[src/design/bp_cce_cfg_pkg.sv]
package bp_cce_cfg_pkg;

  // Message field widths
  localparam int paddr_width_lp = 40;
  localparam int data_width_lp = 64;
  localparam int lce_id_width_lp = 4;

  // Address map
  // Anything below the DRAM base is I/O space and is never cached
  localparam logic [paddr_width_lp-1:0] dram_base_addr_lp = 40'h00_8000_0000;

  // Queue depths
  localparam int uc_fifo_els_lp = 2;
  localparam int coh_fifo_els_lp = 2;
  localparam int mem_resp_fifo_els_lp = 2;

  // Memory credits
  // Count must reach mem_credits_lp itself
  localparam int mem_credits_lp = 4;
  localparam int credit_width_lp = 3;

endpackage

[src/design/bp_cce_msg_pkg.sv]
package bp_cce_msg_pkg;

  import bp_cce_cfg_pkg::*;

  // LCE request opcodes
  typedef enum logic [1:0] {
    rd_miss = 2'b00,
    wr_miss = 2'b01,
    uc_rd   = 2'b10,
    uc_wr   = 2'b11
  } bp_lce_req_op_e;

  // Memory command and response opcodes
  typedef enum logic {
    mem_uc_rd = 1'b0,
    mem_uc_wr = 1'b1
  } bp_mem_op_e;

  // LCE command opcodes
  typedef enum logic {
    cmd_uc_data    = 1'b0,
    cmd_uc_st_done = 1'b1
  } bp_lce_cmd_op_e;

  // Request entry held by the splitter and the request queues
  typedef struct packed {
    bp_lce_req_op_e              op;
    logic [paddr_width_lp-1:0]   addr;
    logic [lce_id_width_lp-1:0]  lce_id;
    logic [data_width_lp-1:0]    data;
  } bp_lce_req_s;

  // Memory response entry held by the response queue
  typedef struct packed {
    bp_mem_op_e                  op;
    logic [paddr_width_lp-1:0]   addr;
    logic [lce_id_width_lp-1:0]  lce_id;
    logic [data_width_lp-1:0]    data;
  } bp_mem_resp_s;

endpackage

[src/design/bp_cce_fifo.sv]
`timescale 1ns/1ps

module bp_cce_fifo
  #(parameter type payload_t = logic [7:0]
    , parameter int els_p = 2
    )
  (input                 clk_i
   , input               rst_n_i
   // Write side
   , input               v_i
   , input payload_t     data_i
   , output logic        ready_and_o
   // Read side
   , output logic        v_o
   , output payload_t    data_o
   , input               yumi_i
   );

  localparam int ptr_width_lp = $clog2(els_p);
  localparam int cnt_width_lp = $clog2(els_p + 1);

  payload_t mem_r [els_p];
  logic [ptr_width_lp-1:0] wptr_r, rptr_r;
  logic [cnt_width_lp-1:0] count_r;
  logic full, enq, deq;

  function automatic logic [ptr_width_lp-1:0] next_ptr(input logic [ptr_width_lp-1:0] ptr);
    return (ptr == ptr_width_lp'(els_p - 1)) ? '0 : ptr + 1'b1;
  endfunction

  assign full = (count_r == cnt_width_lp'(els_p));
  assign v_o = (count_r != '0);
  assign data_o = mem_r[rptr_r];

  // A pop in the same cycle frees the slot for the incoming beat
  assign ready_and_o = ~full | yumi_i;
  assign enq = v_i & ready_and_o;
  assign deq = yumi_i & v_o;

  always_ff @(posedge clk_i) begin
    if (!rst_n_i) begin
      wptr_r  <= '0;
      rptr_r  <= '0;
      count_r <= '0;
    end else begin
      if (enq) begin
        wptr_r <= next_ptr(wptr_r);
      end
      if (deq) begin
        rptr_r <= next_ptr(rptr_r);
      end
      case ({enq, deq})
        2'b10:   count_r <= count_r + 1'b1;
        2'b01:   count_r <= count_r - 1'b1;
        default: count_r <= count_r;
      endcase
    end
  end

  // Storage array
  always_ff @(posedge clk_i) begin
    if (enq) begin
      mem_r[wptr_r] <= data_i;
    end
  end

endmodule

[src/design/bp_cce_hybrid.sv]
`timescale 1ns/1ps

module bp_cce_hybrid
  import bp_cce_cfg_pkg::*;
  import bp_cce_msg_pkg::*;
  (input                                  clk_i
   , input                                rst_n_i
   // LCE request in
   , input                                lce_req_v_i
   , output logic                         lce_req_ready_and_o
   , input bp_lce_req_op_e                lce_req_op_i
   , input [paddr_width_lp-1:0]           lce_req_addr_i
   , input [lce_id_width_lp-1:0]          lce_req_lce_id_i
   , input [data_width_lp-1:0]            lce_req_data_i
   // Cacheable request out, to an external coherence engine
   , output logic                         coh_req_v_o
   , input                                coh_req_ready_and_i
   , output bp_lce_req_op_e               coh_req_op_o
   , output logic [paddr_width_lp-1:0]    coh_req_addr_o
   , output logic [lce_id_width_lp-1:0]   coh_req_lce_id_o
   , output logic [data_width_lp-1:0]     coh_req_data_o
   // Memory command out
   , output logic                         mem_cmd_v_o
   , input                                mem_cmd_ready_and_i
   , output bp_mem_op_e                   mem_cmd_op_o
   , output logic [paddr_width_lp-1:0]    mem_cmd_addr_o
   , output logic [lce_id_width_lp-1:0]   mem_cmd_lce_id_o
   , output logic [data_width_lp-1:0]     mem_cmd_data_o
   // Memory response in
   , input                                mem_resp_v_i
   , output logic                         mem_resp_ready_and_o
   , input bp_mem_op_e                    mem_resp_op_i
   , input [paddr_width_lp-1:0]           mem_resp_addr_i
   , input [lce_id_width_lp-1:0]          mem_resp_lce_id_i
   , input [data_width_lp-1:0]            mem_resp_data_i
   // LCE command out
   , output logic                         lce_cmd_v_o
   , input                                lce_cmd_ready_and_i
   , output bp_lce_cmd_op_e               lce_cmd_op_o
   , output logic [paddr_width_lp-1:0]    lce_cmd_addr_o
   , output logic [lce_id_width_lp-1:0]   lce_cmd_lce_id_o
   , output logic [data_width_lp-1:0]     lce_cmd_data_o
   );

  // Splitter to request queues
  bp_lce_req_s uc_req_lo, coh_req_lo;
  logic uc_v_lo, uc_ready_and_li, coh_v_lo, coh_ready_and_li;

  bp_cce_req_splitter splitter
   (.clk_i(clk_i)
    ,.rst_n_i(rst_n_i)
    ,.lce_req_v_i(lce_req_v_i)
    ,.lce_req_ready_and_o(lce_req_ready_and_o)
    ,.lce_req_op_i(lce_req_op_i)
    ,.lce_req_addr_i(lce_req_addr_i)
    ,.lce_req_lce_id_i(lce_req_lce_id_i)
    ,.lce_req_data_i(lce_req_data_i)
    ,.uc_v_o(uc_v_lo)
    ,.uc_ready_and_i(uc_ready_and_li)
    ,.uc_req_o(uc_req_lo)
    ,.coh_v_o(coh_v_lo)
    ,.coh_ready_and_i(coh_ready_and_li)
    ,.coh_req_o(coh_req_lo)
    );

  // Uncacheable request queue
  bp_lce_req_s uc_fifo_data_lo;
  logic uc_fifo_v_lo, uc_fifo_yumi_li;

  bp_cce_fifo
    #(.payload_t(bp_lce_req_s)
      ,.els_p(uc_fifo_els_lp)
      )
    uc_req_fifo
     (.clk_i(clk_i)
      ,.rst_n_i(rst_n_i)
      ,.v_i(uc_v_lo)
      ,.data_i(uc_req_lo)
      ,.ready_and_o(uc_ready_and_li)
      ,.v_o(uc_fifo_v_lo)
      ,.data_o(uc_fifo_data_lo)
      ,.yumi_i(uc_fifo_yumi_li)
      );

  // Cacheable request queue, drained straight out of the top
  bp_lce_req_s coh_fifo_data_lo;

  bp_cce_fifo
    #(.payload_t(bp_lce_req_s)
      ,.els_p(coh_fifo_els_lp)
      )
    coh_req_fifo
     (.clk_i(clk_i)
      ,.rst_n_i(rst_n_i)
      ,.v_i(coh_v_lo)
      ,.data_i(coh_req_lo)
      ,.ready_and_o(coh_ready_and_li)
      ,.v_o(coh_req_v_o)
      ,.data_o(coh_fifo_data_lo)
      ,.yumi_i(coh_req_v_o & coh_req_ready_and_i)
      );

  assign coh_req_op_o     = coh_fifo_data_lo.op;
  assign coh_req_addr_o   = coh_fifo_data_lo.addr;
  assign coh_req_lce_id_o = coh_fifo_data_lo.lce_id;
  assign coh_req_data_o   = coh_fifo_data_lo.data;

  // Memory response queue
  bp_mem_resp_s mem_resp_li, resp_fifo_data_lo;
  logic resp_fifo_v_lo, resp_fifo_yumi_li;

  assign mem_resp_li = '{op: mem_resp_op_i, addr: mem_resp_addr_i,
                         lce_id: mem_resp_lce_id_i, data: mem_resp_data_i};

  bp_cce_fifo
    #(.payload_t(bp_mem_resp_s)
      ,.els_p(mem_resp_fifo_els_lp)
      )
    mem_resp_fifo
     (.clk_i(clk_i)
      ,.rst_n_i(rst_n_i)
      ,.v_i(mem_resp_v_i)
      ,.data_i(mem_resp_li)
      ,.ready_and_o(mem_resp_ready_and_o)
      ,.v_o(resp_fifo_v_lo)
      ,.data_o(resp_fifo_data_lo)
      ,.yumi_i(resp_fifo_yumi_li)
      );

  // Uncacheable pipe with the memory credit counter
  bp_cce_uc_pipe uc_pipe
   (.clk_i(clk_i)
    ,.rst_n_i(rst_n_i)
    ,.req_v_i(uc_fifo_v_lo)
    ,.req_i(uc_fifo_data_lo)
    ,.req_yumi_o(uc_fifo_yumi_li)
    ,.mem_cmd_v_o(mem_cmd_v_o)
    ,.mem_cmd_ready_and_i(mem_cmd_ready_and_i)
    ,.mem_cmd_op_o(mem_cmd_op_o)
    ,.mem_cmd_addr_o(mem_cmd_addr_o)
    ,.mem_cmd_lce_id_o(mem_cmd_lce_id_o)
    ,.mem_cmd_data_o(mem_cmd_data_o)
    ,.resp_v_i(resp_fifo_v_lo)
    ,.resp_i(resp_fifo_data_lo)
    ,.resp_yumi_o(resp_fifo_yumi_li)
    ,.lce_cmd_v_o(lce_cmd_v_o)
    ,.lce_cmd_ready_and_i(lce_cmd_ready_and_i)
    ,.lce_cmd_op_o(lce_cmd_op_o)
    ,.lce_cmd_addr_o(lce_cmd_addr_o)
    ,.lce_cmd_lce_id_o(lce_cmd_lce_id_o)
    ,.lce_cmd_data_o(lce_cmd_data_o)
    );

endmodule

[src/design/bp_cce_req_splitter.sv]
`timescale 1ns/1ps

module bp_cce_req_splitter
  import bp_cce_cfg_pkg::*;
  import bp_cce_msg_pkg::*;
  (input                                clk_i
   , input                              rst_n_i
   // LCE request in
   , input                              lce_req_v_i
   , output logic                       lce_req_ready_and_o
   , input bp_lce_req_op_e              lce_req_op_i
   , input [paddr_width_lp-1:0]         lce_req_addr_i
   , input [lce_id_width_lp-1:0]        lce_req_lce_id_i
   , input [data_width_lp-1:0]          lce_req_data_i
   // Uncacheable stream
   , output logic                       uc_v_o
   , input                              uc_ready_and_i
   , output bp_lce_req_s                uc_req_o
   // Cacheable stream
   , output logic                       coh_v_o
   , input                              coh_ready_and_i
   , output bp_lce_req_s                coh_req_o
   );

  bp_lce_req_s entry_r;
  logic valid_r, is_uc_r;
  logic accept, drain, is_uc;

  // Uncached ops always go to memory directly,
  // misses to I/O space are demoted as well
  always_comb begin
    is_uc = (lce_req_op_i == uc_rd) || (lce_req_op_i == uc_wr);
    if (lce_req_addr_i < dram_base_addr_lp) begin
      is_uc = 1'b1;
    end
  end

  assign uc_v_o = valid_r & is_uc_r;
  assign coh_v_o = valid_r & ~is_uc_r;
  assign uc_req_o = entry_r;
  assign coh_req_o = entry_r;

  assign drain = (uc_v_o & uc_ready_and_i) | (coh_v_o & coh_ready_and_i);

  // Holding register frees up when its entry leaves this cycle
  assign lce_req_ready_and_o = ~valid_r | drain;
  assign accept = lce_req_v_i & lce_req_ready_and_o;

  always_ff @(posedge clk_i) begin
    if (!rst_n_i) begin
      valid_r <= 1'b0;
    end else if (accept) begin
      valid_r <= 1'b1;
    end else if (drain) begin
      valid_r <= 1'b0;
    end
  end

  // Entry and route, captured on acceptance
  always_ff @(posedge clk_i) begin
    if (accept) begin
      entry_r.op     <= lce_req_op_i;
      entry_r.addr   <= lce_req_addr_i;
      entry_r.lce_id <= lce_req_lce_id_i;
      entry_r.data   <= lce_req_data_i;
      is_uc_r        <= is_uc;
    end
  end

endmodule

[src/design/bp_cce_uc_pipe.sv]
`timescale 1ns/1ps

module bp_cce_uc_pipe
  import bp_cce_cfg_pkg::*;
  import bp_cce_msg_pkg::*;
  (input                                  clk_i
   , input                                rst_n_i
   // Uncacheable request queue
   , input                                req_v_i
   , input bp_lce_req_s                   req_i
   , output logic                         req_yumi_o
   // Memory command out
   , output logic                         mem_cmd_v_o
   , input                                mem_cmd_ready_and_i
   , output bp_mem_op_e                   mem_cmd_op_o
   , output logic [paddr_width_lp-1:0]    mem_cmd_addr_o
   , output logic [lce_id_width_lp-1:0]   mem_cmd_lce_id_o
   , output logic [data_width_lp-1:0]     mem_cmd_data_o
   // Memory response queue
   , input                                resp_v_i
   , input bp_mem_resp_s                  resp_i
   , output logic                         resp_yumi_o
   // LCE command out
   , output logic                         lce_cmd_v_o
   , input                                lce_cmd_ready_and_i
   , output bp_lce_cmd_op_e               lce_cmd_op_o
   , output logic [paddr_width_lp-1:0]    lce_cmd_addr_o
   , output logic [lce_id_width_lp-1:0]   lce_cmd_lce_id_o
   , output logic [data_width_lp-1:0]     lce_cmd_data_o
   );

  logic [credit_width_lp-1:0] credit_r;
  logic credit_avail;
  logic is_wr;

  // Outstanding memory commands, capped at mem_credits_lp
  assign credit_avail = (credit_r < credit_width_lp'(mem_credits_lp));

  // Command side

  assign is_wr = (req_i.op == wr_miss) || (req_i.op == uc_wr);

  assign mem_cmd_v_o = req_v_i & credit_avail;
  assign req_yumi_o = mem_cmd_v_o & mem_cmd_ready_and_i;

  always_comb begin
    mem_cmd_op_o     = is_wr ? mem_uc_wr : mem_uc_rd;
    mem_cmd_addr_o   = req_i.addr;
    mem_cmd_lce_id_o = req_i.lce_id;
    // reads carry no payload to memory
    mem_cmd_data_o   = is_wr ? req_i.data : '0;
  end

  // Response side

  assign lce_cmd_v_o = resp_v_i;
  assign resp_yumi_o = resp_v_i & lce_cmd_ready_and_i;

  always_comb begin
    lce_cmd_addr_o   = resp_i.addr;
    lce_cmd_lce_id_o = resp_i.lce_id;
    if (resp_i.op == mem_uc_rd) begin
      lce_cmd_op_o   = cmd_uc_data;
      lce_cmd_data_o = resp_i.data;
    end else begin
      // Store acknowledge
      lce_cmd_op_o   = cmd_uc_st_done;
      lce_cmd_data_o = '0;
    end
  end

  // Credit counter
  // Taken on an accepted command, returned when the response is popped
  always_ff @(posedge clk_i) begin
    if (!rst_n_i) begin
      credit_r <= '0;
    end else begin
      case ({req_yumi_o, resp_yumi_o})
        2'b10:   credit_r <= credit_r + 1'b1;
        2'b01:   credit_r <= credit_r - 1'b1;
        default: credit_r <= credit_r;
      endcase
    end
  end

endmodule

[config.mk]
export PLATFORM = sky130hd
export DESIGN_NAME = bp_cce_hybrid
export DESIGN_NICKNAME = d
export VERILOG_FILES = /design/src/design/bp_cce_cfg_pkg.sv /design/src/design/bp_cce_msg_pkg.sv /design/src/design/bp_cce_fifo.sv /design/src/design/bp_cce_hybrid.sv /design/src/design/bp_cce_req_splitter.sv /design/src/design/bp_cce_uc_pipe.sv
export SDC_FILE = /design/constraint.sdc
export NUM_CORES = 1
export LEC_CHECK = 0
export ABC_AREA = 1
export BUFFER_PORTS_ARGS = -buffer_cell sky130_fd_sc_hd__clkbuf_2
export CORE_AREA = 4 4 251 253
export CTS_CLUSTER_DIAMETER = 80
export DETAILED_ROUTE_END_ITERATION = 8
export DIE_AREA = 0 0 255 257
export GPL_TIMING_DRIVEN = 0
export PLACE_DENSITY = 0.7
export SYNTH_ARGS = -nofsm -noshare
export SYNTH_HDL_FRONTEND = slang
export SYNTH_SLANG_ARGS = --single-unit
[constraint.sdc]
create_clock -name clk_i -period 8.25 [get_ports clk_i]
set_input_delay 0 -clock clk_i [delete_from_list [all_inputs] [get_ports clk_i]]
set_output_delay 0 -clock clk_i [all_outputs]
set_load 0.1 [all_outputs]
== After elaboration in Yosys (flattened, before gate mapping) ==
Memories as Yosys holds them, arrays and structs flattened. A register that Yosys moved wholly into a read port is not among the register bits.
Index checks and enable logic that the tools add are counted.
Cells by class
  add/sub/neg operators: 14
  order comparisons: 2
  equal/unequal tests: 15
  mux-type cells: 28
  bitwise gates (word level): 23
  reductions and logical operators: 10
Operators by type and width (count)
  $mux 64: 2
  $lt 40x32->1 const B: 1
  $mux 1: 22
  $eq 2x2->1 const B: 10
  $reduce_bool 2->1: 8
  $and 1x1->1: 13
  $pmux 2 s2: 3
  $eq 2x1->1 const B: 5
  $add 1x1->1 const B: 6
  $add 2x1->2 const B: 3
  $pmux 3 s2: 1
  $sub 2x1->2 const B: 3
  $not 1->1: 5
  $or 1x1->1: 5
  $add 3x1->3 const B: 1
  $lt 3x3->1 const B: 1
  $sub 3x1->3 const B: 1
  $logic_or 1x1->1: 2
Word-level totals
  register bits after elaboration: 127
  RAM bits: 658
  input bits: 226
  output and inout bits: 333
  word-level logic and storage cells: 111
  memories: 3
Memory list
  coh_req_fifo.mem_r: depth 2, width 110, rd ports 1, clocked after memory_dff 1, wr ports 1, RTL line bp_cce_fifo.sv:22  | payload_t mem_r [els_p];
  uc_req_fifo.mem_r: depth 2, width 110, rd ports 1, clocked after memory_dff 1, wr ports 1, RTL line bp_cce_fifo.sv:22
  mem_resp_fifo.mem_r: depth 2, width 109, rd ports 1, clocked after memory_dff 1, wr ports 1, RTL line bp_cce_fifo.sv:22

== Logic depth before layout (Yosys ltp) ==
Gate-level depths: netlist (run 1).
  depth in word-level cells: 9
  mapped depth: 11
  gate-level depth less buffers: 11

== Cells and area by module ==
Synthesis (run 1) repeated with hierarchy kept, for this count alone.
Unflattened totals
  cells, all modules: 1775
  area, all modules: 31763.0 µm²
By module, submodules not included
  bp_cce_fifo at coh_req_fifo ...: times used 2, cells each 379, area an instance 8677.1 µm², sequential area each 6706.4 µm²
  bp_cce_fifo at mem_resp_fifo: times used 1, cells each 376, area an instance 8130.3 µm², sequential area each 6646.4 µm²
  bp_cce_req_splitter: times used 1, cells each 249, area an instance 4289.1 µm², sequential area each 3353.2 µm²
  bp_cce_uc_pipe: times used 1, cells each 390, area an instance 1981.9 µm², sequential area each 60.1 µm²
  bp_cce_hybrid: times used 1, cells each 2, area an instance 7.5 µm², sequential area each 0.0 µm²

== Least setup slack after synthesis (run 1) ==
OpenSTA, ideal clock, no wires.
  path type: register to register
  start point: register uc_req_fifo.count_r[0]
  end point: register splitter.entry_r (netlist bit splitter.coh_req_o[0]), enable pin
  library setup time: 617 ps
  arrival time: 6183 ps
  required time: 7633 ps
  path slack: 1450 ps
  cell stages (with the launch flop): 7
  buffers on the path: 0
  period minus slack after synthesis: 6800 ps
  cell sequence: dfxtp_1 -> inv_1 -> nand2_1 -> nand3_1 -> nand2_1 -> nand2_1 -> a21oi_1
Between the ends
  cells in the longest elaborated chain, start to end: 8
  elaborated cells between the ends (all ways): 10
  classes of those cells: 1 x eq/ne; 8 x bitwise; 1 x reduce/logical
RTL lines
  start: declaration: RTL line bp_cce_fifo.sv:24  | logic [cnt_width_lp-1:0] count_r;
  start signal: assignment: RTL line bp_cce_fifo.sv:53  | 2'b10: count_r <= count_r + 1'b1;
  start signal: assignment: RTL line bp_cce_fifo.sv:54  | 2'b01: count_r <= count_r - 1'b1;
  start signal: assignment: RTL line bp_cce_fifo.sv:55  | default: count_r <= count_r;
  $reduce_bool 2->1: RTL line bp_cce_fifo.sv:32  | assign v_o = (count_r != '0);
  $and 1x1->1: RTL line bp_cce_uc_pipe.sv:43  | assign mem_cmd_v_o = req_v_i & credit_avail;
  $and 1x1->1: RTL line bp_cce_uc_pipe.sv:44  | assign req_yumi_o = mem_cmd_v_o & mem_cmd_ready_and_i;
  $or 1x1->1 *: RTL line bp_cce_fifo.sv:36  | assign ready_and_o = ~full | yumi_i;
  $and 1x1->1 *: RTL line bp_cce_req_splitter.sv:43  | assign drain = (uc_v_o & uc_ready_and_i) | (coh_v_o & coh_ready_and_i);
  $or 1x1->1 *: RTL line bp_cce_req_splitter.sv:43
  $or 1x1->1 *: RTL line bp_cce_req_splitter.sv:46  | assign lce_req_ready_and_o = ~valid_r | drain;
  $and 1x1->1 *: RTL line bp_cce_req_splitter.sv:47  | assign accept = lce_req_v_i & lce_req_ready_and_o;
  named net splitter.accept: RTL line bp_cce_req_splitter.sv:27  | logic accept, drain, is_uc;
  end: declaration: RTL line bp_cce_req_splitter.sv:25  | bp_lce_req_s entry_r;
Mark *: on every way through the listed nets, which the timed path passes. The rest lies on a longest branch.
A chain may end at the register's enable or synchronous reset.

== Worst setup path in the final report (run 1) ==
  start point: register uc_req_fifo.count_r[0]
  end point: memory uc_req_fifo.mem_r[1][50] in the netlist's numbering, enable pin
Between the ends
  cells in the longest elaborated chain, start to end: 7
  elaborated cells between the ends (all ways): 9
  classes of those cells: 1 x eq/ne; 2 x mux; 5 x bitwise; 1 x reduce/logical
RTL lines
  $reduce_bool 2->1: RTL line bp_cce_fifo.sv:32
  $and 1x1->1: RTL line bp_cce_uc_pipe.sv:43
  $and 1x1->1: RTL line bp_cce_uc_pipe.sv:44
  $or 1x1->1 *: RTL line bp_cce_fifo.sv:36
  $and 1x1->1 *: RTL line bp_cce_fifo.sv:37  | assign enq = v_i & ready_and_o;
  $mux 1 *: RTL line bp_cce_fifo.sv:62  | if (enq) begin
  $mux 1 (not written as such) *: RTL line bp_cce_fifo.sv:63  | mem_r[wptr_r] <= data_i;
  end: declaration: RTL line bp_cce_fifo.sv:22
Mark *: on every way between the ends. The rest lies on a longest branch, timed or not.

==> metrics.md, run 1 <==
| Metric | Value |
|---|---|
| Top cell type's share of synthesized area | `0.796` |
| IO buf count | `558` |
| Placer's final routability congestion estimate | `0.808` |
| Largest net degree at the start of global routing | `77` |
| Syn nets | `1,762` |
| Layout Nets | `2,655` |
| Layout cell share with drive strength beyond 1 | `0.436` |
| Initial DRC Count | `1,075` |
| Core area | `0.0610 mm2` |
| Largest area contributor in the netlist | `edfxtp_1` |
| Vias | `16,500` |
| Most frequent cells after synthesis | `767 x edfxtp_1, 326 x mux2_2, 154 x inv_1` |
| Post-CTS setup buffer count | `0` |
| Status | `complete, no violations` |
| Clk buf depth | `3` |
| Leakage | `0.0151 uW` |
| P&R area growth vs syn | `32.0%` |
| Worst-Margin Slew | `0.874 ns` |
| Initial Util | `0.474` |
| Slew Limit Fails | `0` |
| Synthesized instance count | `1,532` |
| Crit. End Element | `flop` |
| DP HPWL | `47,800 um` |
| Synthesis Warnings | `0` |
| WHS | `0.100 ns` |
| Async S/R FF share, synth | `0` |
| Vias in the first global route | `17,800` |
| Count leader, synth | `edfxtp_1` |
| CTS sink count | `786` |
| Fmax | `0.353 GHz` |
| Initial antenna violation count | `9` |
| TritonCTS Buffers | `81` |
| Max-cap violations | `0` |
| DRC | `0` |
| Seq/Total Area, Yosys | `0.810` |
| Mapped Area | `0.0289 mm2` |
| Drt wl/cell | `22.2 um` |
| Via/cell ratio | `5.02` |
| H-Tree Depth | `3` |
| Placed Instances | `2,904` |
| PwrDens | `293 mW/mm2` |
| CP Class | `flop to flop` |
| Crit-path max FO | `27` |
| Number of hold buffers added after cts | `228` |
| CTS tree | `built` |
| Global-route wire length before repair | `107,000 um` |
| Slew headroom | `0.416` |
| Arr. time, crit path | `3.14 ns` |
| Die Height | `257 um` |
| Root Driver | `clkbuf_16` |
| Unrepaired setup endpoints after global routing | `no` |
| Worst Hold Depth | `2` |
| Clk_lat worst skew | `0.62 ns` |
| Worst hold path type | `input pin to flop` |
| R2R depth | `9` |
| Setup Skew | `0.0204 ns` |
| Cell Chain, Critical Path | `inv_1 > nand2_1 > nand3_1 > nand2_1 > nand2_1 > nor2_4 > buf_12 > buf_12 > buf_12` |
| CTS clock-pin slew for the worst setup and hold paths | `0.06 ns` |
| Synth cell types | `24` |
| EDFF count, synth | `767` |
| Tcrit/Tclk final | `0.343` |
| Setup-failing EPs final | `0` |
| Post-route minimum period | `2.83 ns` |
| Fin. Hold Viols | `0` |
| CTS resizes | `0` |
| Area of the die | `0.0655 mm2` |
| I/O pin count | `559` |
| CP max stage delay | `0.63 ns` |
| DRT Pass-1 Iters | `4` |
| Critical-path top delay cell | `nor2_4` |
| Synth area leaders | `edfxtp_1 80%, mux2_2 13%, inv_1 2.0%, nand2_1 1.9%, dfxtp_1 1.3%` |
| FP Rows | `91` |
| Worst setup SP type | `flop` |
| Routed wire length | `72,900 um` |
| Critical Path RT | `8.56 ns` |
| Grt ovf | `0` |
| Tot GR Track Use | `0.217` |
| Syn avg cell area | `18.9 um2` |
| Worst vdd ir | `0.230 mV` |
| Fin cells | `3,284` |
| ANT nets after route | `0` |
| Die width | `255 um` |
| Yosys reg bits | `786` |
| Top_reg_cell synth | `edfxtp_1` |
==> registers in the layout, indices dropped and copies added, names as in the netlist, 2 cells and up, named ones only <==
name / count
coh_req_fifo.mem_r: 220
mem_resp_fifo.mem_r: 218
uc_req_fifo.mem_r: 218
splitter.coh_req_o: 110
uc_pipe.credit_r: 3
coh_req_fifo.count_r: 2
mem_resp_fifo.count_r: 2
uc_req_fifo.count_r: 2
==> power breakdown <==
part	switching [uW]	internal [uW]	total (uW)
clock	1510	2070	3580
sequential	74.8	4610	4690
combinational	2330	596	2920
==> metal layers <==
layer | GRT usage | vias to the layer above | part of all wire
met5 | 0 | - | 0.00029
met4 | 0.0644 | 4 | 0.023
met3 | 0.0615 | 96 | 0.085
met2 | 0.382 | 693 | 0.51
met1 | 0.262 | 8226 | 0.38
li1 | - | 7467 | -
==> cell families (layout without fill, tap and decap cells) <==
family	Yosys count	count (layout)	synth area share
buf+inv	206	1161	0.0310
xor+xnor	3	3	0.000909
fa+ha+maj	4	4	0.00199
other cells	0	7	0
simple gates	173	173	0.0232
flops	786	786	0.810
mux	327	327	0.127
compound gates	33	33	0.00580
==> final timing paths <==
| kind | to | from | slack [ns] |
|---|---|---|---|
| worst min register to register | coh_req_fifo.mem_r[0][109] | splitter.coh_req_o[109] | 0.45 |
| worst max-delay path | uc_req_fifo.mem_r[1][50] | uc_req_fifo.count_r[0] | 5.42 |
| worst max register to register | uc_req_fifo.mem_r[1][50] | uc_req_fifo.count_r[0] | 5.42 |
| worst min-delay path | splitter.coh_req_o[92] | lce_req_addr_i[24] | 0.10 |
==> layout make-up <==
cell class              count  area (um2)
clock inverters            53         538
fillers                  4238       22800
clock buffers              92        2100
diodes                      7        17.5
multi-input cells         540        4660
inverters                 155         587
repair buffers            810        5560
plain buffers              51         315
flip-flops and latches    786       23400
well taps                 790         988
==> cells in the final DEF (no fill, tap or decap), types with 2 or more instances in the layout <==
cell           count
a21oi_1           19
buf_12            23
buf_2             36
buf_4              7
buf_6              7
bufinv_16          7
clkbuf_1          10
clkbuf_16         82
clkbuf_2         558
clkinv_1          18
clkinv_16          2
clkinv_2          15
clkinvlp_4         3
dfxtp_1           19
diode_2            7
dlygate4sd3_1    228
edfxtp_1         767
ha_1               3
inv_1            153
inv_16             2
inv_6              4
mux2_2           326
nand2_1          148
nand3_1            7
nand4_1            2
nor2_1             7
nor2_4             5
nor3_1             2
o21ai_0           11
xor2_1             3
==> metrics by stage <==
step	util	setup TNS (ns)	total power, uW	instance area (um2)	worst slack [ns]
after global routing	0.626	0	11500	38200	5.29
after CTS	0.625	0	11200	38200	5.44
after global placement	0.536	-999.08	7580	32700	-3.53
after floorplan	-	0	7040	28900	1.45
after detailed placement	0.545	0	7590	33200	5.47
final	0.626	0	11200	38200	5.42
==> worst max-delay path: cells and delay by family (launching register included) <==
| family | cells | cell delay [ns] |
|---|---|---|
| flip-flops | 1 | 0.39 |
| buffers and inverters | 4 | 0.84 |
| AND/OR/NAND/NOR | 5 | 1.23 |
Power figures use the tool's default switching activity.
==> run 2, diff against run 1 <==
==> constraint.sdc (replaced) <==
create_clock -name clk_i -period 2.9 [get_ports clk_i]
set_input_delay 0 -clock clk_i [delete_from_list [all_inputs] [get_ports clk_i]]
set_output_delay 0 -clock clk_i [all_outputs]
set_load 0.1 [all_outputs]
==> metrics.md, run 2 (same netlist as run 1, synthesis figures left out) <==
| Metric | Value |
|---|---|
| Post-layout util | `0.628 (+0.00271)` |
| CTS clock-pin slew for the worst setup and hold paths | `0.06 ns (about the same)` |
| CTS tree | `built` |
| Clock power frac | `0.322 (+0.002)` |
| Max-cap violations | `0 (unchanged)` |
| Area of the die | `0.0655 mm2 (unchanged)` |
| Fin. Hold Viols | `0 (unchanged)` |
| PwrDens | `833 mW/mm2 (+180%)` |
| CTS sink count | `786 (unchanged)` |
| Setup WS pre-CTS | `0.307 ns (-5.16 ns)` |
| Global-route wire length before repair | `106,000 um (-1.4%)` |
| Post-route minimum period | `2.63 ns` |
| Total negative slack | `0 ns (unchanged)` |
| Status | `complete, no violations` |
| Clk_lat worst skew | `0.62 ns (about the same)` |
| DP HPWL | `47,900 um (+0.34%)` |
| Vias | `16,300 (-0.95%)` |
| Met3 WL post-DR | `6150 um (-1.2%)` |
| Setup ws final | `0.272 ns (-5.15 ns)` |
| Top layer in use | `met5` |
| Fin cells | `3,288 (+0.12%)` |
| Worst hold path type | `input pin to flop` |
| I/O pin count | `559 (unchanged)` |
| CP Class | `flop to output port` |
| Worst-Margin Slew | `0.874 ns (+0.000428 ns)` |
| Via/cell ratio | `4.97 (-1.1%)` |
| Final Power | `31,900 uW (+190%)` |
| Commonest non-fill, non-tap cells in the layout | `767 x edfxtp_1, 558 x clkbuf_2, 326 x mux2_2` |
| Worst setup SP type | `flop` |
| Setup-failing EPs final | `0 (unchanged)` |
| DRC | `0 (unchanged)` |
| Slew Limit Fails | `0 (unchanged)` |
| P&R area growth vs syn | `32.6%` |
| FILL cells | `4,190 (-1.1%)` |
| Max FFs per register | `220 (unchanged)` |
| Initial antenna violation count | `7 (-2)` |
| Tcrit/Tclk final | `0.906` |
| Leakage | `0.0151 uW (+0.36%)` |
| Reg with most FFs | `coh_req_fifo.mem_r` |
| Biggest regs | `coh_req_fifo.mem_r x220, mem_resp_fifo.mem_r x218, uc_req_fifo.mem_r x218` |
| Largest net degree at the start of global routing | `32 (-58%)` |
| Die width | `255 um (unchanged)` |
| Most common cell after layout, fill and taps aside | `edfxtp_1` |
| ANT nets after route | `0 (unchanged)` |
| Arr. time, crit path | `2.63 ns (-0.51 ns)` |
| Layout cell share with drive strength beyond 1 | `0.441 (+0.00474)` |
| Combinational power share | `0.261 (about the same)` |
| CTS resizes | `0 (unchanged)` |
| DRT Pass-1 Iters | `4 (unchanged)` |
| Pint | `20,900 uW (+190%)` |
| IO buf count | `558 (unchanged)` |
| H-Tree Depth | `3 (unchanged)` |
| Crit. End Element | `output port` |
| Grt ovf | `0 (unchanged)` |
| FP Rows | `91 (unchanged)` |
| Layout Nets | `2,658 (+0.11%)` |
| Placed Instances | `2,908 (+0.14%)` |
| Drt wl/cell | `21.6 um (-2.6%)` |
| Tot GR Track Use | `0.214 (-0.00305)` |
| Placer's final routability congestion estimate | `0.791 (-2.1%)` |
| Vias in the first global route | `17,500 (-1.4%)` |
| DRT met1 WL | `26,700 um (-3.1%)` |
| Net Sw Frac | `0.345 (-0.00409)` |
| Number of hold buffers added after cts | `228 (unchanged)` |
| Worst vdd ir | `0.911 mV (+300%)` |
| Core area | `0.0610 mm2 (unchanged)` |
| Routed wire length | `71,000 um (-2.5%)` |
| Die Height | `257 um (unchanged)` |
| Initial Util | `0.474 (unchanged)` |
| Wire length on met2 | `36,600 um (-2.0%)` |
| Slew headroom | `0.416 (about the same)` |
| TritonCTS Buffers | `80 (-1.2%)` |
| Root Driver | `clkbuf_16` |
| Crit-path max FO | `10 (-63%)` |
| Clk buf depth | `3 (unchanged)` |
| Setup Skew | `0.0269 ns (+0.00648 ns)` |
| Post-CTS setup buffer count | `0 (unchanged)` |
| Fmax | `0.380 GHz` |
| Switching pwr | `11,000 uW (+180%)` |
| Critical Path RT | `2.90 ns (-5.66 ns)` |
| Unrepaired setup endpoints after global routing | `no` |
| Seq pwr share | `0.417 (-0.002)` |
| Initial DRC Count | `1,139 (+6.0%)` |
-- run 2: worst max-delay path, stage by stage, from the launching register on --
cell	delay, ns
dfxtp_1	0.30
buf_2	0.38
buf_2	0.44
mux2_2	0.43
nand2_1	0.08
inv_1	0.04
clkbuf_2	0.36
-- run 2: final cells by class --
type                            instances  area (um2)  share of cell area
Buffer                                 51         315             0.00822
Tap cell                              790         988              0.0258
Multi-Input combinational cell        540        4690               0.122
Clock buffer                           97        2130              0.0555
Timing Repair Buffer                  814        5670               0.148
Clock inverter                         49         529              0.0138
Antenna cell                            6        15.0            0.000392
Inverter                              155         586              0.0153
Sequential cell                       786       23400               0.611
-- run 2: worst paths after layout --
path                            from                    endpoint  cells past startpoint  slack [ns]
max                             flop           mem_cmd_data_o[1]                      6        0.27
min               lce_req_data_i[52]      splitter.coh_req_o[52]                      2        0.10
max reg2reg  coh_req_fifo.count_r[0]   coh_req_fifo.mem_r[0][35]                      8        0.34
min reg2reg  splitter.coh_req_o[109]  coh_req_fifo.mem_r[1][109]                      0        0.44
-- run 2: power by group through the flow --
stage                     Clock (uW)  Sequential, uW  Combinational [uW]
after floorplan                    0           13500                6480
after global placement             0           13600                7910
after detailed placement           0           13600                8050
after CTS                      10500           13300                8340
after global routing           11100           13400                8610
final                          10300           13300                8320
-- run 2: metal layers --
metal	GRT usage	vias up
met2	0.380	690
met4	0.0517	2
met1	0.258	8078
li1	-	7462
met5	0	-
met3	0.0642	98
-- run 2: through the flow --
stage	instance area [um2]	hold WS [ns]
floorplan	29000	0.0989
global placement	32800	0.177
detailed placement	33400	0.179
CTS	38300	0.0547
global route	38300	0.0710
finish	38300	0.102
==> run 3, diff against run 2 <==
==> constraint.sdc (replaced) <==
create_clock -name clk_i -period 2.9 [get_ports clk_i]
set_input_delay 0 -clock clk_i [delete_from_list [all_inputs] [get_ports clk_i]]
set_output_delay 0 -clock clk_i [all_outputs]
set_load 0.01 [all_outputs]
==> metrics.md, run 3 (same netlist as run 1, synthesis figures left out) <==
| Metric | Value |
|---|---|
| Slew Limit Fails | `0 (unchanged)` |
| Vias in the first global route | `17,700 (+1.1%)` |
| Top Usage Layer GRT | `met2` |
| Fin. Hold Viols | `0 (unchanged)` |
| CTS clock-pin slew for the worst setup and hold paths | `0.06 ns (about the same)` |
| CTS tree | `built` |
| ANT nets after route | `0 (unchanged)` |
| Die width | `255 um (unchanged)` |
| Initial DRC Count | `1,121 (-1.6%)` |
| Multi-input gate area | `0.00468 mm2 (-0.40%)` |
| Max-cap violations | `0 (unchanged)` |
| Pint | `21,300 uW (+1.6%)` |
| Grt ovf | `0 (unchanged)` |
| CTS resizes | `0 (unchanged)` |
| IO buf count | `558 (unchanged)` |
| GR Util met1 | `0.261 (+0.00267)` |
| Biggest regs | `coh_req_fifo.mem_r x220, mem_resp_fifo.mem_r x218, uc_req_fifo.mem_r x218` |
| TritonCTS Buffers | `80 (unchanged)` |
| Vias | `16,500 (+1.2%)` |
| Layout Nets | `2,660 (+0.075%)` |
| Largest net degree at the start of global routing | `35 (+9.4%)` |
| Status | `complete, no violations` |
| Via/cell ratio | `5.03 (+1.2%)` |
| Area of the die | `0.0655 mm2 (unchanged)` |
| Leakage | `0.0152 uW (+0.44%)` |
| Crit-path max FO | `24 (+14)` |
| Setup Skew | `0.0339 ns (+0.00702 ns)` |
| FP Rows | `91 (unchanged)` |
| Slew headroom | `0.454 (+0.0383)` |
| Final Power | `27,900 uW (-13%)` |
| P&R area growth vs syn | `33.0%` |
| Seq pwr share | `0.478 (+0.061)` |
| Arr. time, crit path | `2.76 ns (+0.13 ns)` |
| Number of hold buffers added after cts | `228 (unchanged)` |
| Placed Instances | `2,910 (+0.069%)` |
| Crit. End Element | `flop` |
| Reg area | `0.0234 mm2 (unchanged)` |
| Switching pwr | `6660 uW (-40%)` |
| Net Sw Frac | `0.239 (-0.107)` |
| Worst hold path type | `input pin to flop` |
| DP HPWL | `48,100 um (+0.34%)` |
| Unrepaired setup endpoints after global routing | `no` |
| Drt wl/cell | `21.8 um (+1.1%)` |
| Post-CTS setup buffer count | `0 (unchanged)` |
| Critical Path RT | `3.21 ns (+0.31 ns)` |
| Core area | `0.0610 mm2 (unchanged)` |
| Grt met2 use | `0.377 (-0.00284)` |
| DRC | `0 (unchanged)` |
| Root Driver | `clkbuf_16` |
| Setup-failing EPs final | `0 (unchanged)` |
| Worst-Margin Slew | `0.817 ns (-0.0576 ns)` |
| H-Tree Depth | `3 (unchanged)` |
| Met3 Usage GRT | `0.0645 (+0.000303)` |
| Commonest non-fill, non-tap cells in the layout | `767 x edfxtp_1, 558 x clkbuf_2, 326 x mux2_2` |
| Worst setup SP type | `flop` |
| CTS sink count | `786 (unchanged)` |
| Max FFs per register | `220 (unchanged)` |
| Tcrit/Tclk final | `0.848 (-0.0587)` |
| Die Height | `257 um (unchanged)` |
| Tot GR Track Use | `0.217 (+0.00242)` |
| Clock power frac | `0.381 (+0.059)` |
| Clk_lat worst skew | `0.62 ns (about the same)` |
| FILL cells | `4,151 (-0.93%)` |
| Global-route wire length before repair | `107,000 um (+1.4%)` |
| Most common cell after layout, fill and taps aside | `edfxtp_1` |
| Total negative slack | `0 ns (unchanged)` |
| Combinational power share | `0.141 (-0.120)` |
| Fmax | `0.407 GHz (+6.9%)` |
| CP Class | `flop to flop` |
| Routed wire length | `71,800 um (+1.1%)` |
| Reg with most FFs | `coh_req_fifo.mem_r` |
| PwrDens | `726 mW/mm2 (-13%)` |
| DRT Pass-1 Iters | `5 (+1)` |
| I/O pin count | `559 (unchanged)` |
| Initial Util | `0.474 (unchanged)` |
| Post-route minimum period | `2.46 ns (-0.170 ns)` |
| Worst vdd ir | `0.692 mV (-24%)` |
| Placer's final routability congestion estimate | `0.808 (+2.1%)` |
| Layout cell share with drive strength beyond 1 | `0.441 (about the same)` |
| Fin cells | `3,288 (unchanged)` |
| Clk buf depth | `3 (unchanged)` |
| Initial antenna violation count | `10 (+3)` |
run 3: worst paths after layout:
kind | start | end | slack (ns) | cells past startpoint
worst min-delay path | lce_req_data_i[33] | splitter.coh_req_o[33] | 0.10 | 2
worst max register to register | uc_req_fifo.count_r[0] | splitter.coh_req_o[52] | 0.44 | 9
worst max-delay path | uc_req_fifo.count_r[0] | splitter.coh_req_o[52] | 0.44 | 9
worst min register to register | uc_pipe.credit_r[0] | uc_pipe.credit_r[0] | 0.45 | 1
run 3: power by group through the flow:
stage               clock network, uW  registers (uW)  logic (uW)
floorplan                           0           13500        2060
global placement                    0           13600        3530
detailed placement                  0           13600        3680
CTS                             10800           13300        3970
global route                    11400           13400        4250
finish                          10600           13300        3950
run 3: routing by layer:
layer  vias to the layer above  share of wire  routed length (um)
met5                         -        0.00056                  40
met4                         6          0.025                1800
met3                       120          0.087                6250
met2                       703           0.51               36800
met1                      8228           0.38               26900
li1                       7476              -                   -
run 3: critical path, stage by stage (launching register included):
cell and delay, ns:
dfxtp_2 0.36, inv_2 0.06, nand2_2 0.08, nand3_2 0.13, nand2_2 0.13, nand2_4 0.09, a21oi_4 0.55, buf_12 0.27
buf_12 0.22, buf_12 0.22
run 3: area by class of cell:
cell class,count,share of cell area
diodes,5,0.000325
well taps,790,0.0257
clock inverters,47,0.0155
plain buffers,51,0.00820
inverters,155,0.0152
repair buffers,816,0.149
flip-flops and latches,786,0.609
clock buffers,98,0.0560
multi-input cells,540,0.122
run 3: per-stage QoR:
stage                     instance area [um2]  hold WS, ns  utilization  setup WS [ns]
after floorplan                         29000       0.0989            -          -1.09
after global placement                  32800        0.177        0.537          -3.71
after detailed placement                33400        0.179        0.548          0.408
after CTS                               38400       0.0521        0.630          0.393
after global routing                    38500       0.0638        0.630          0.269
final                                   38500        0.105        0.630          0.442
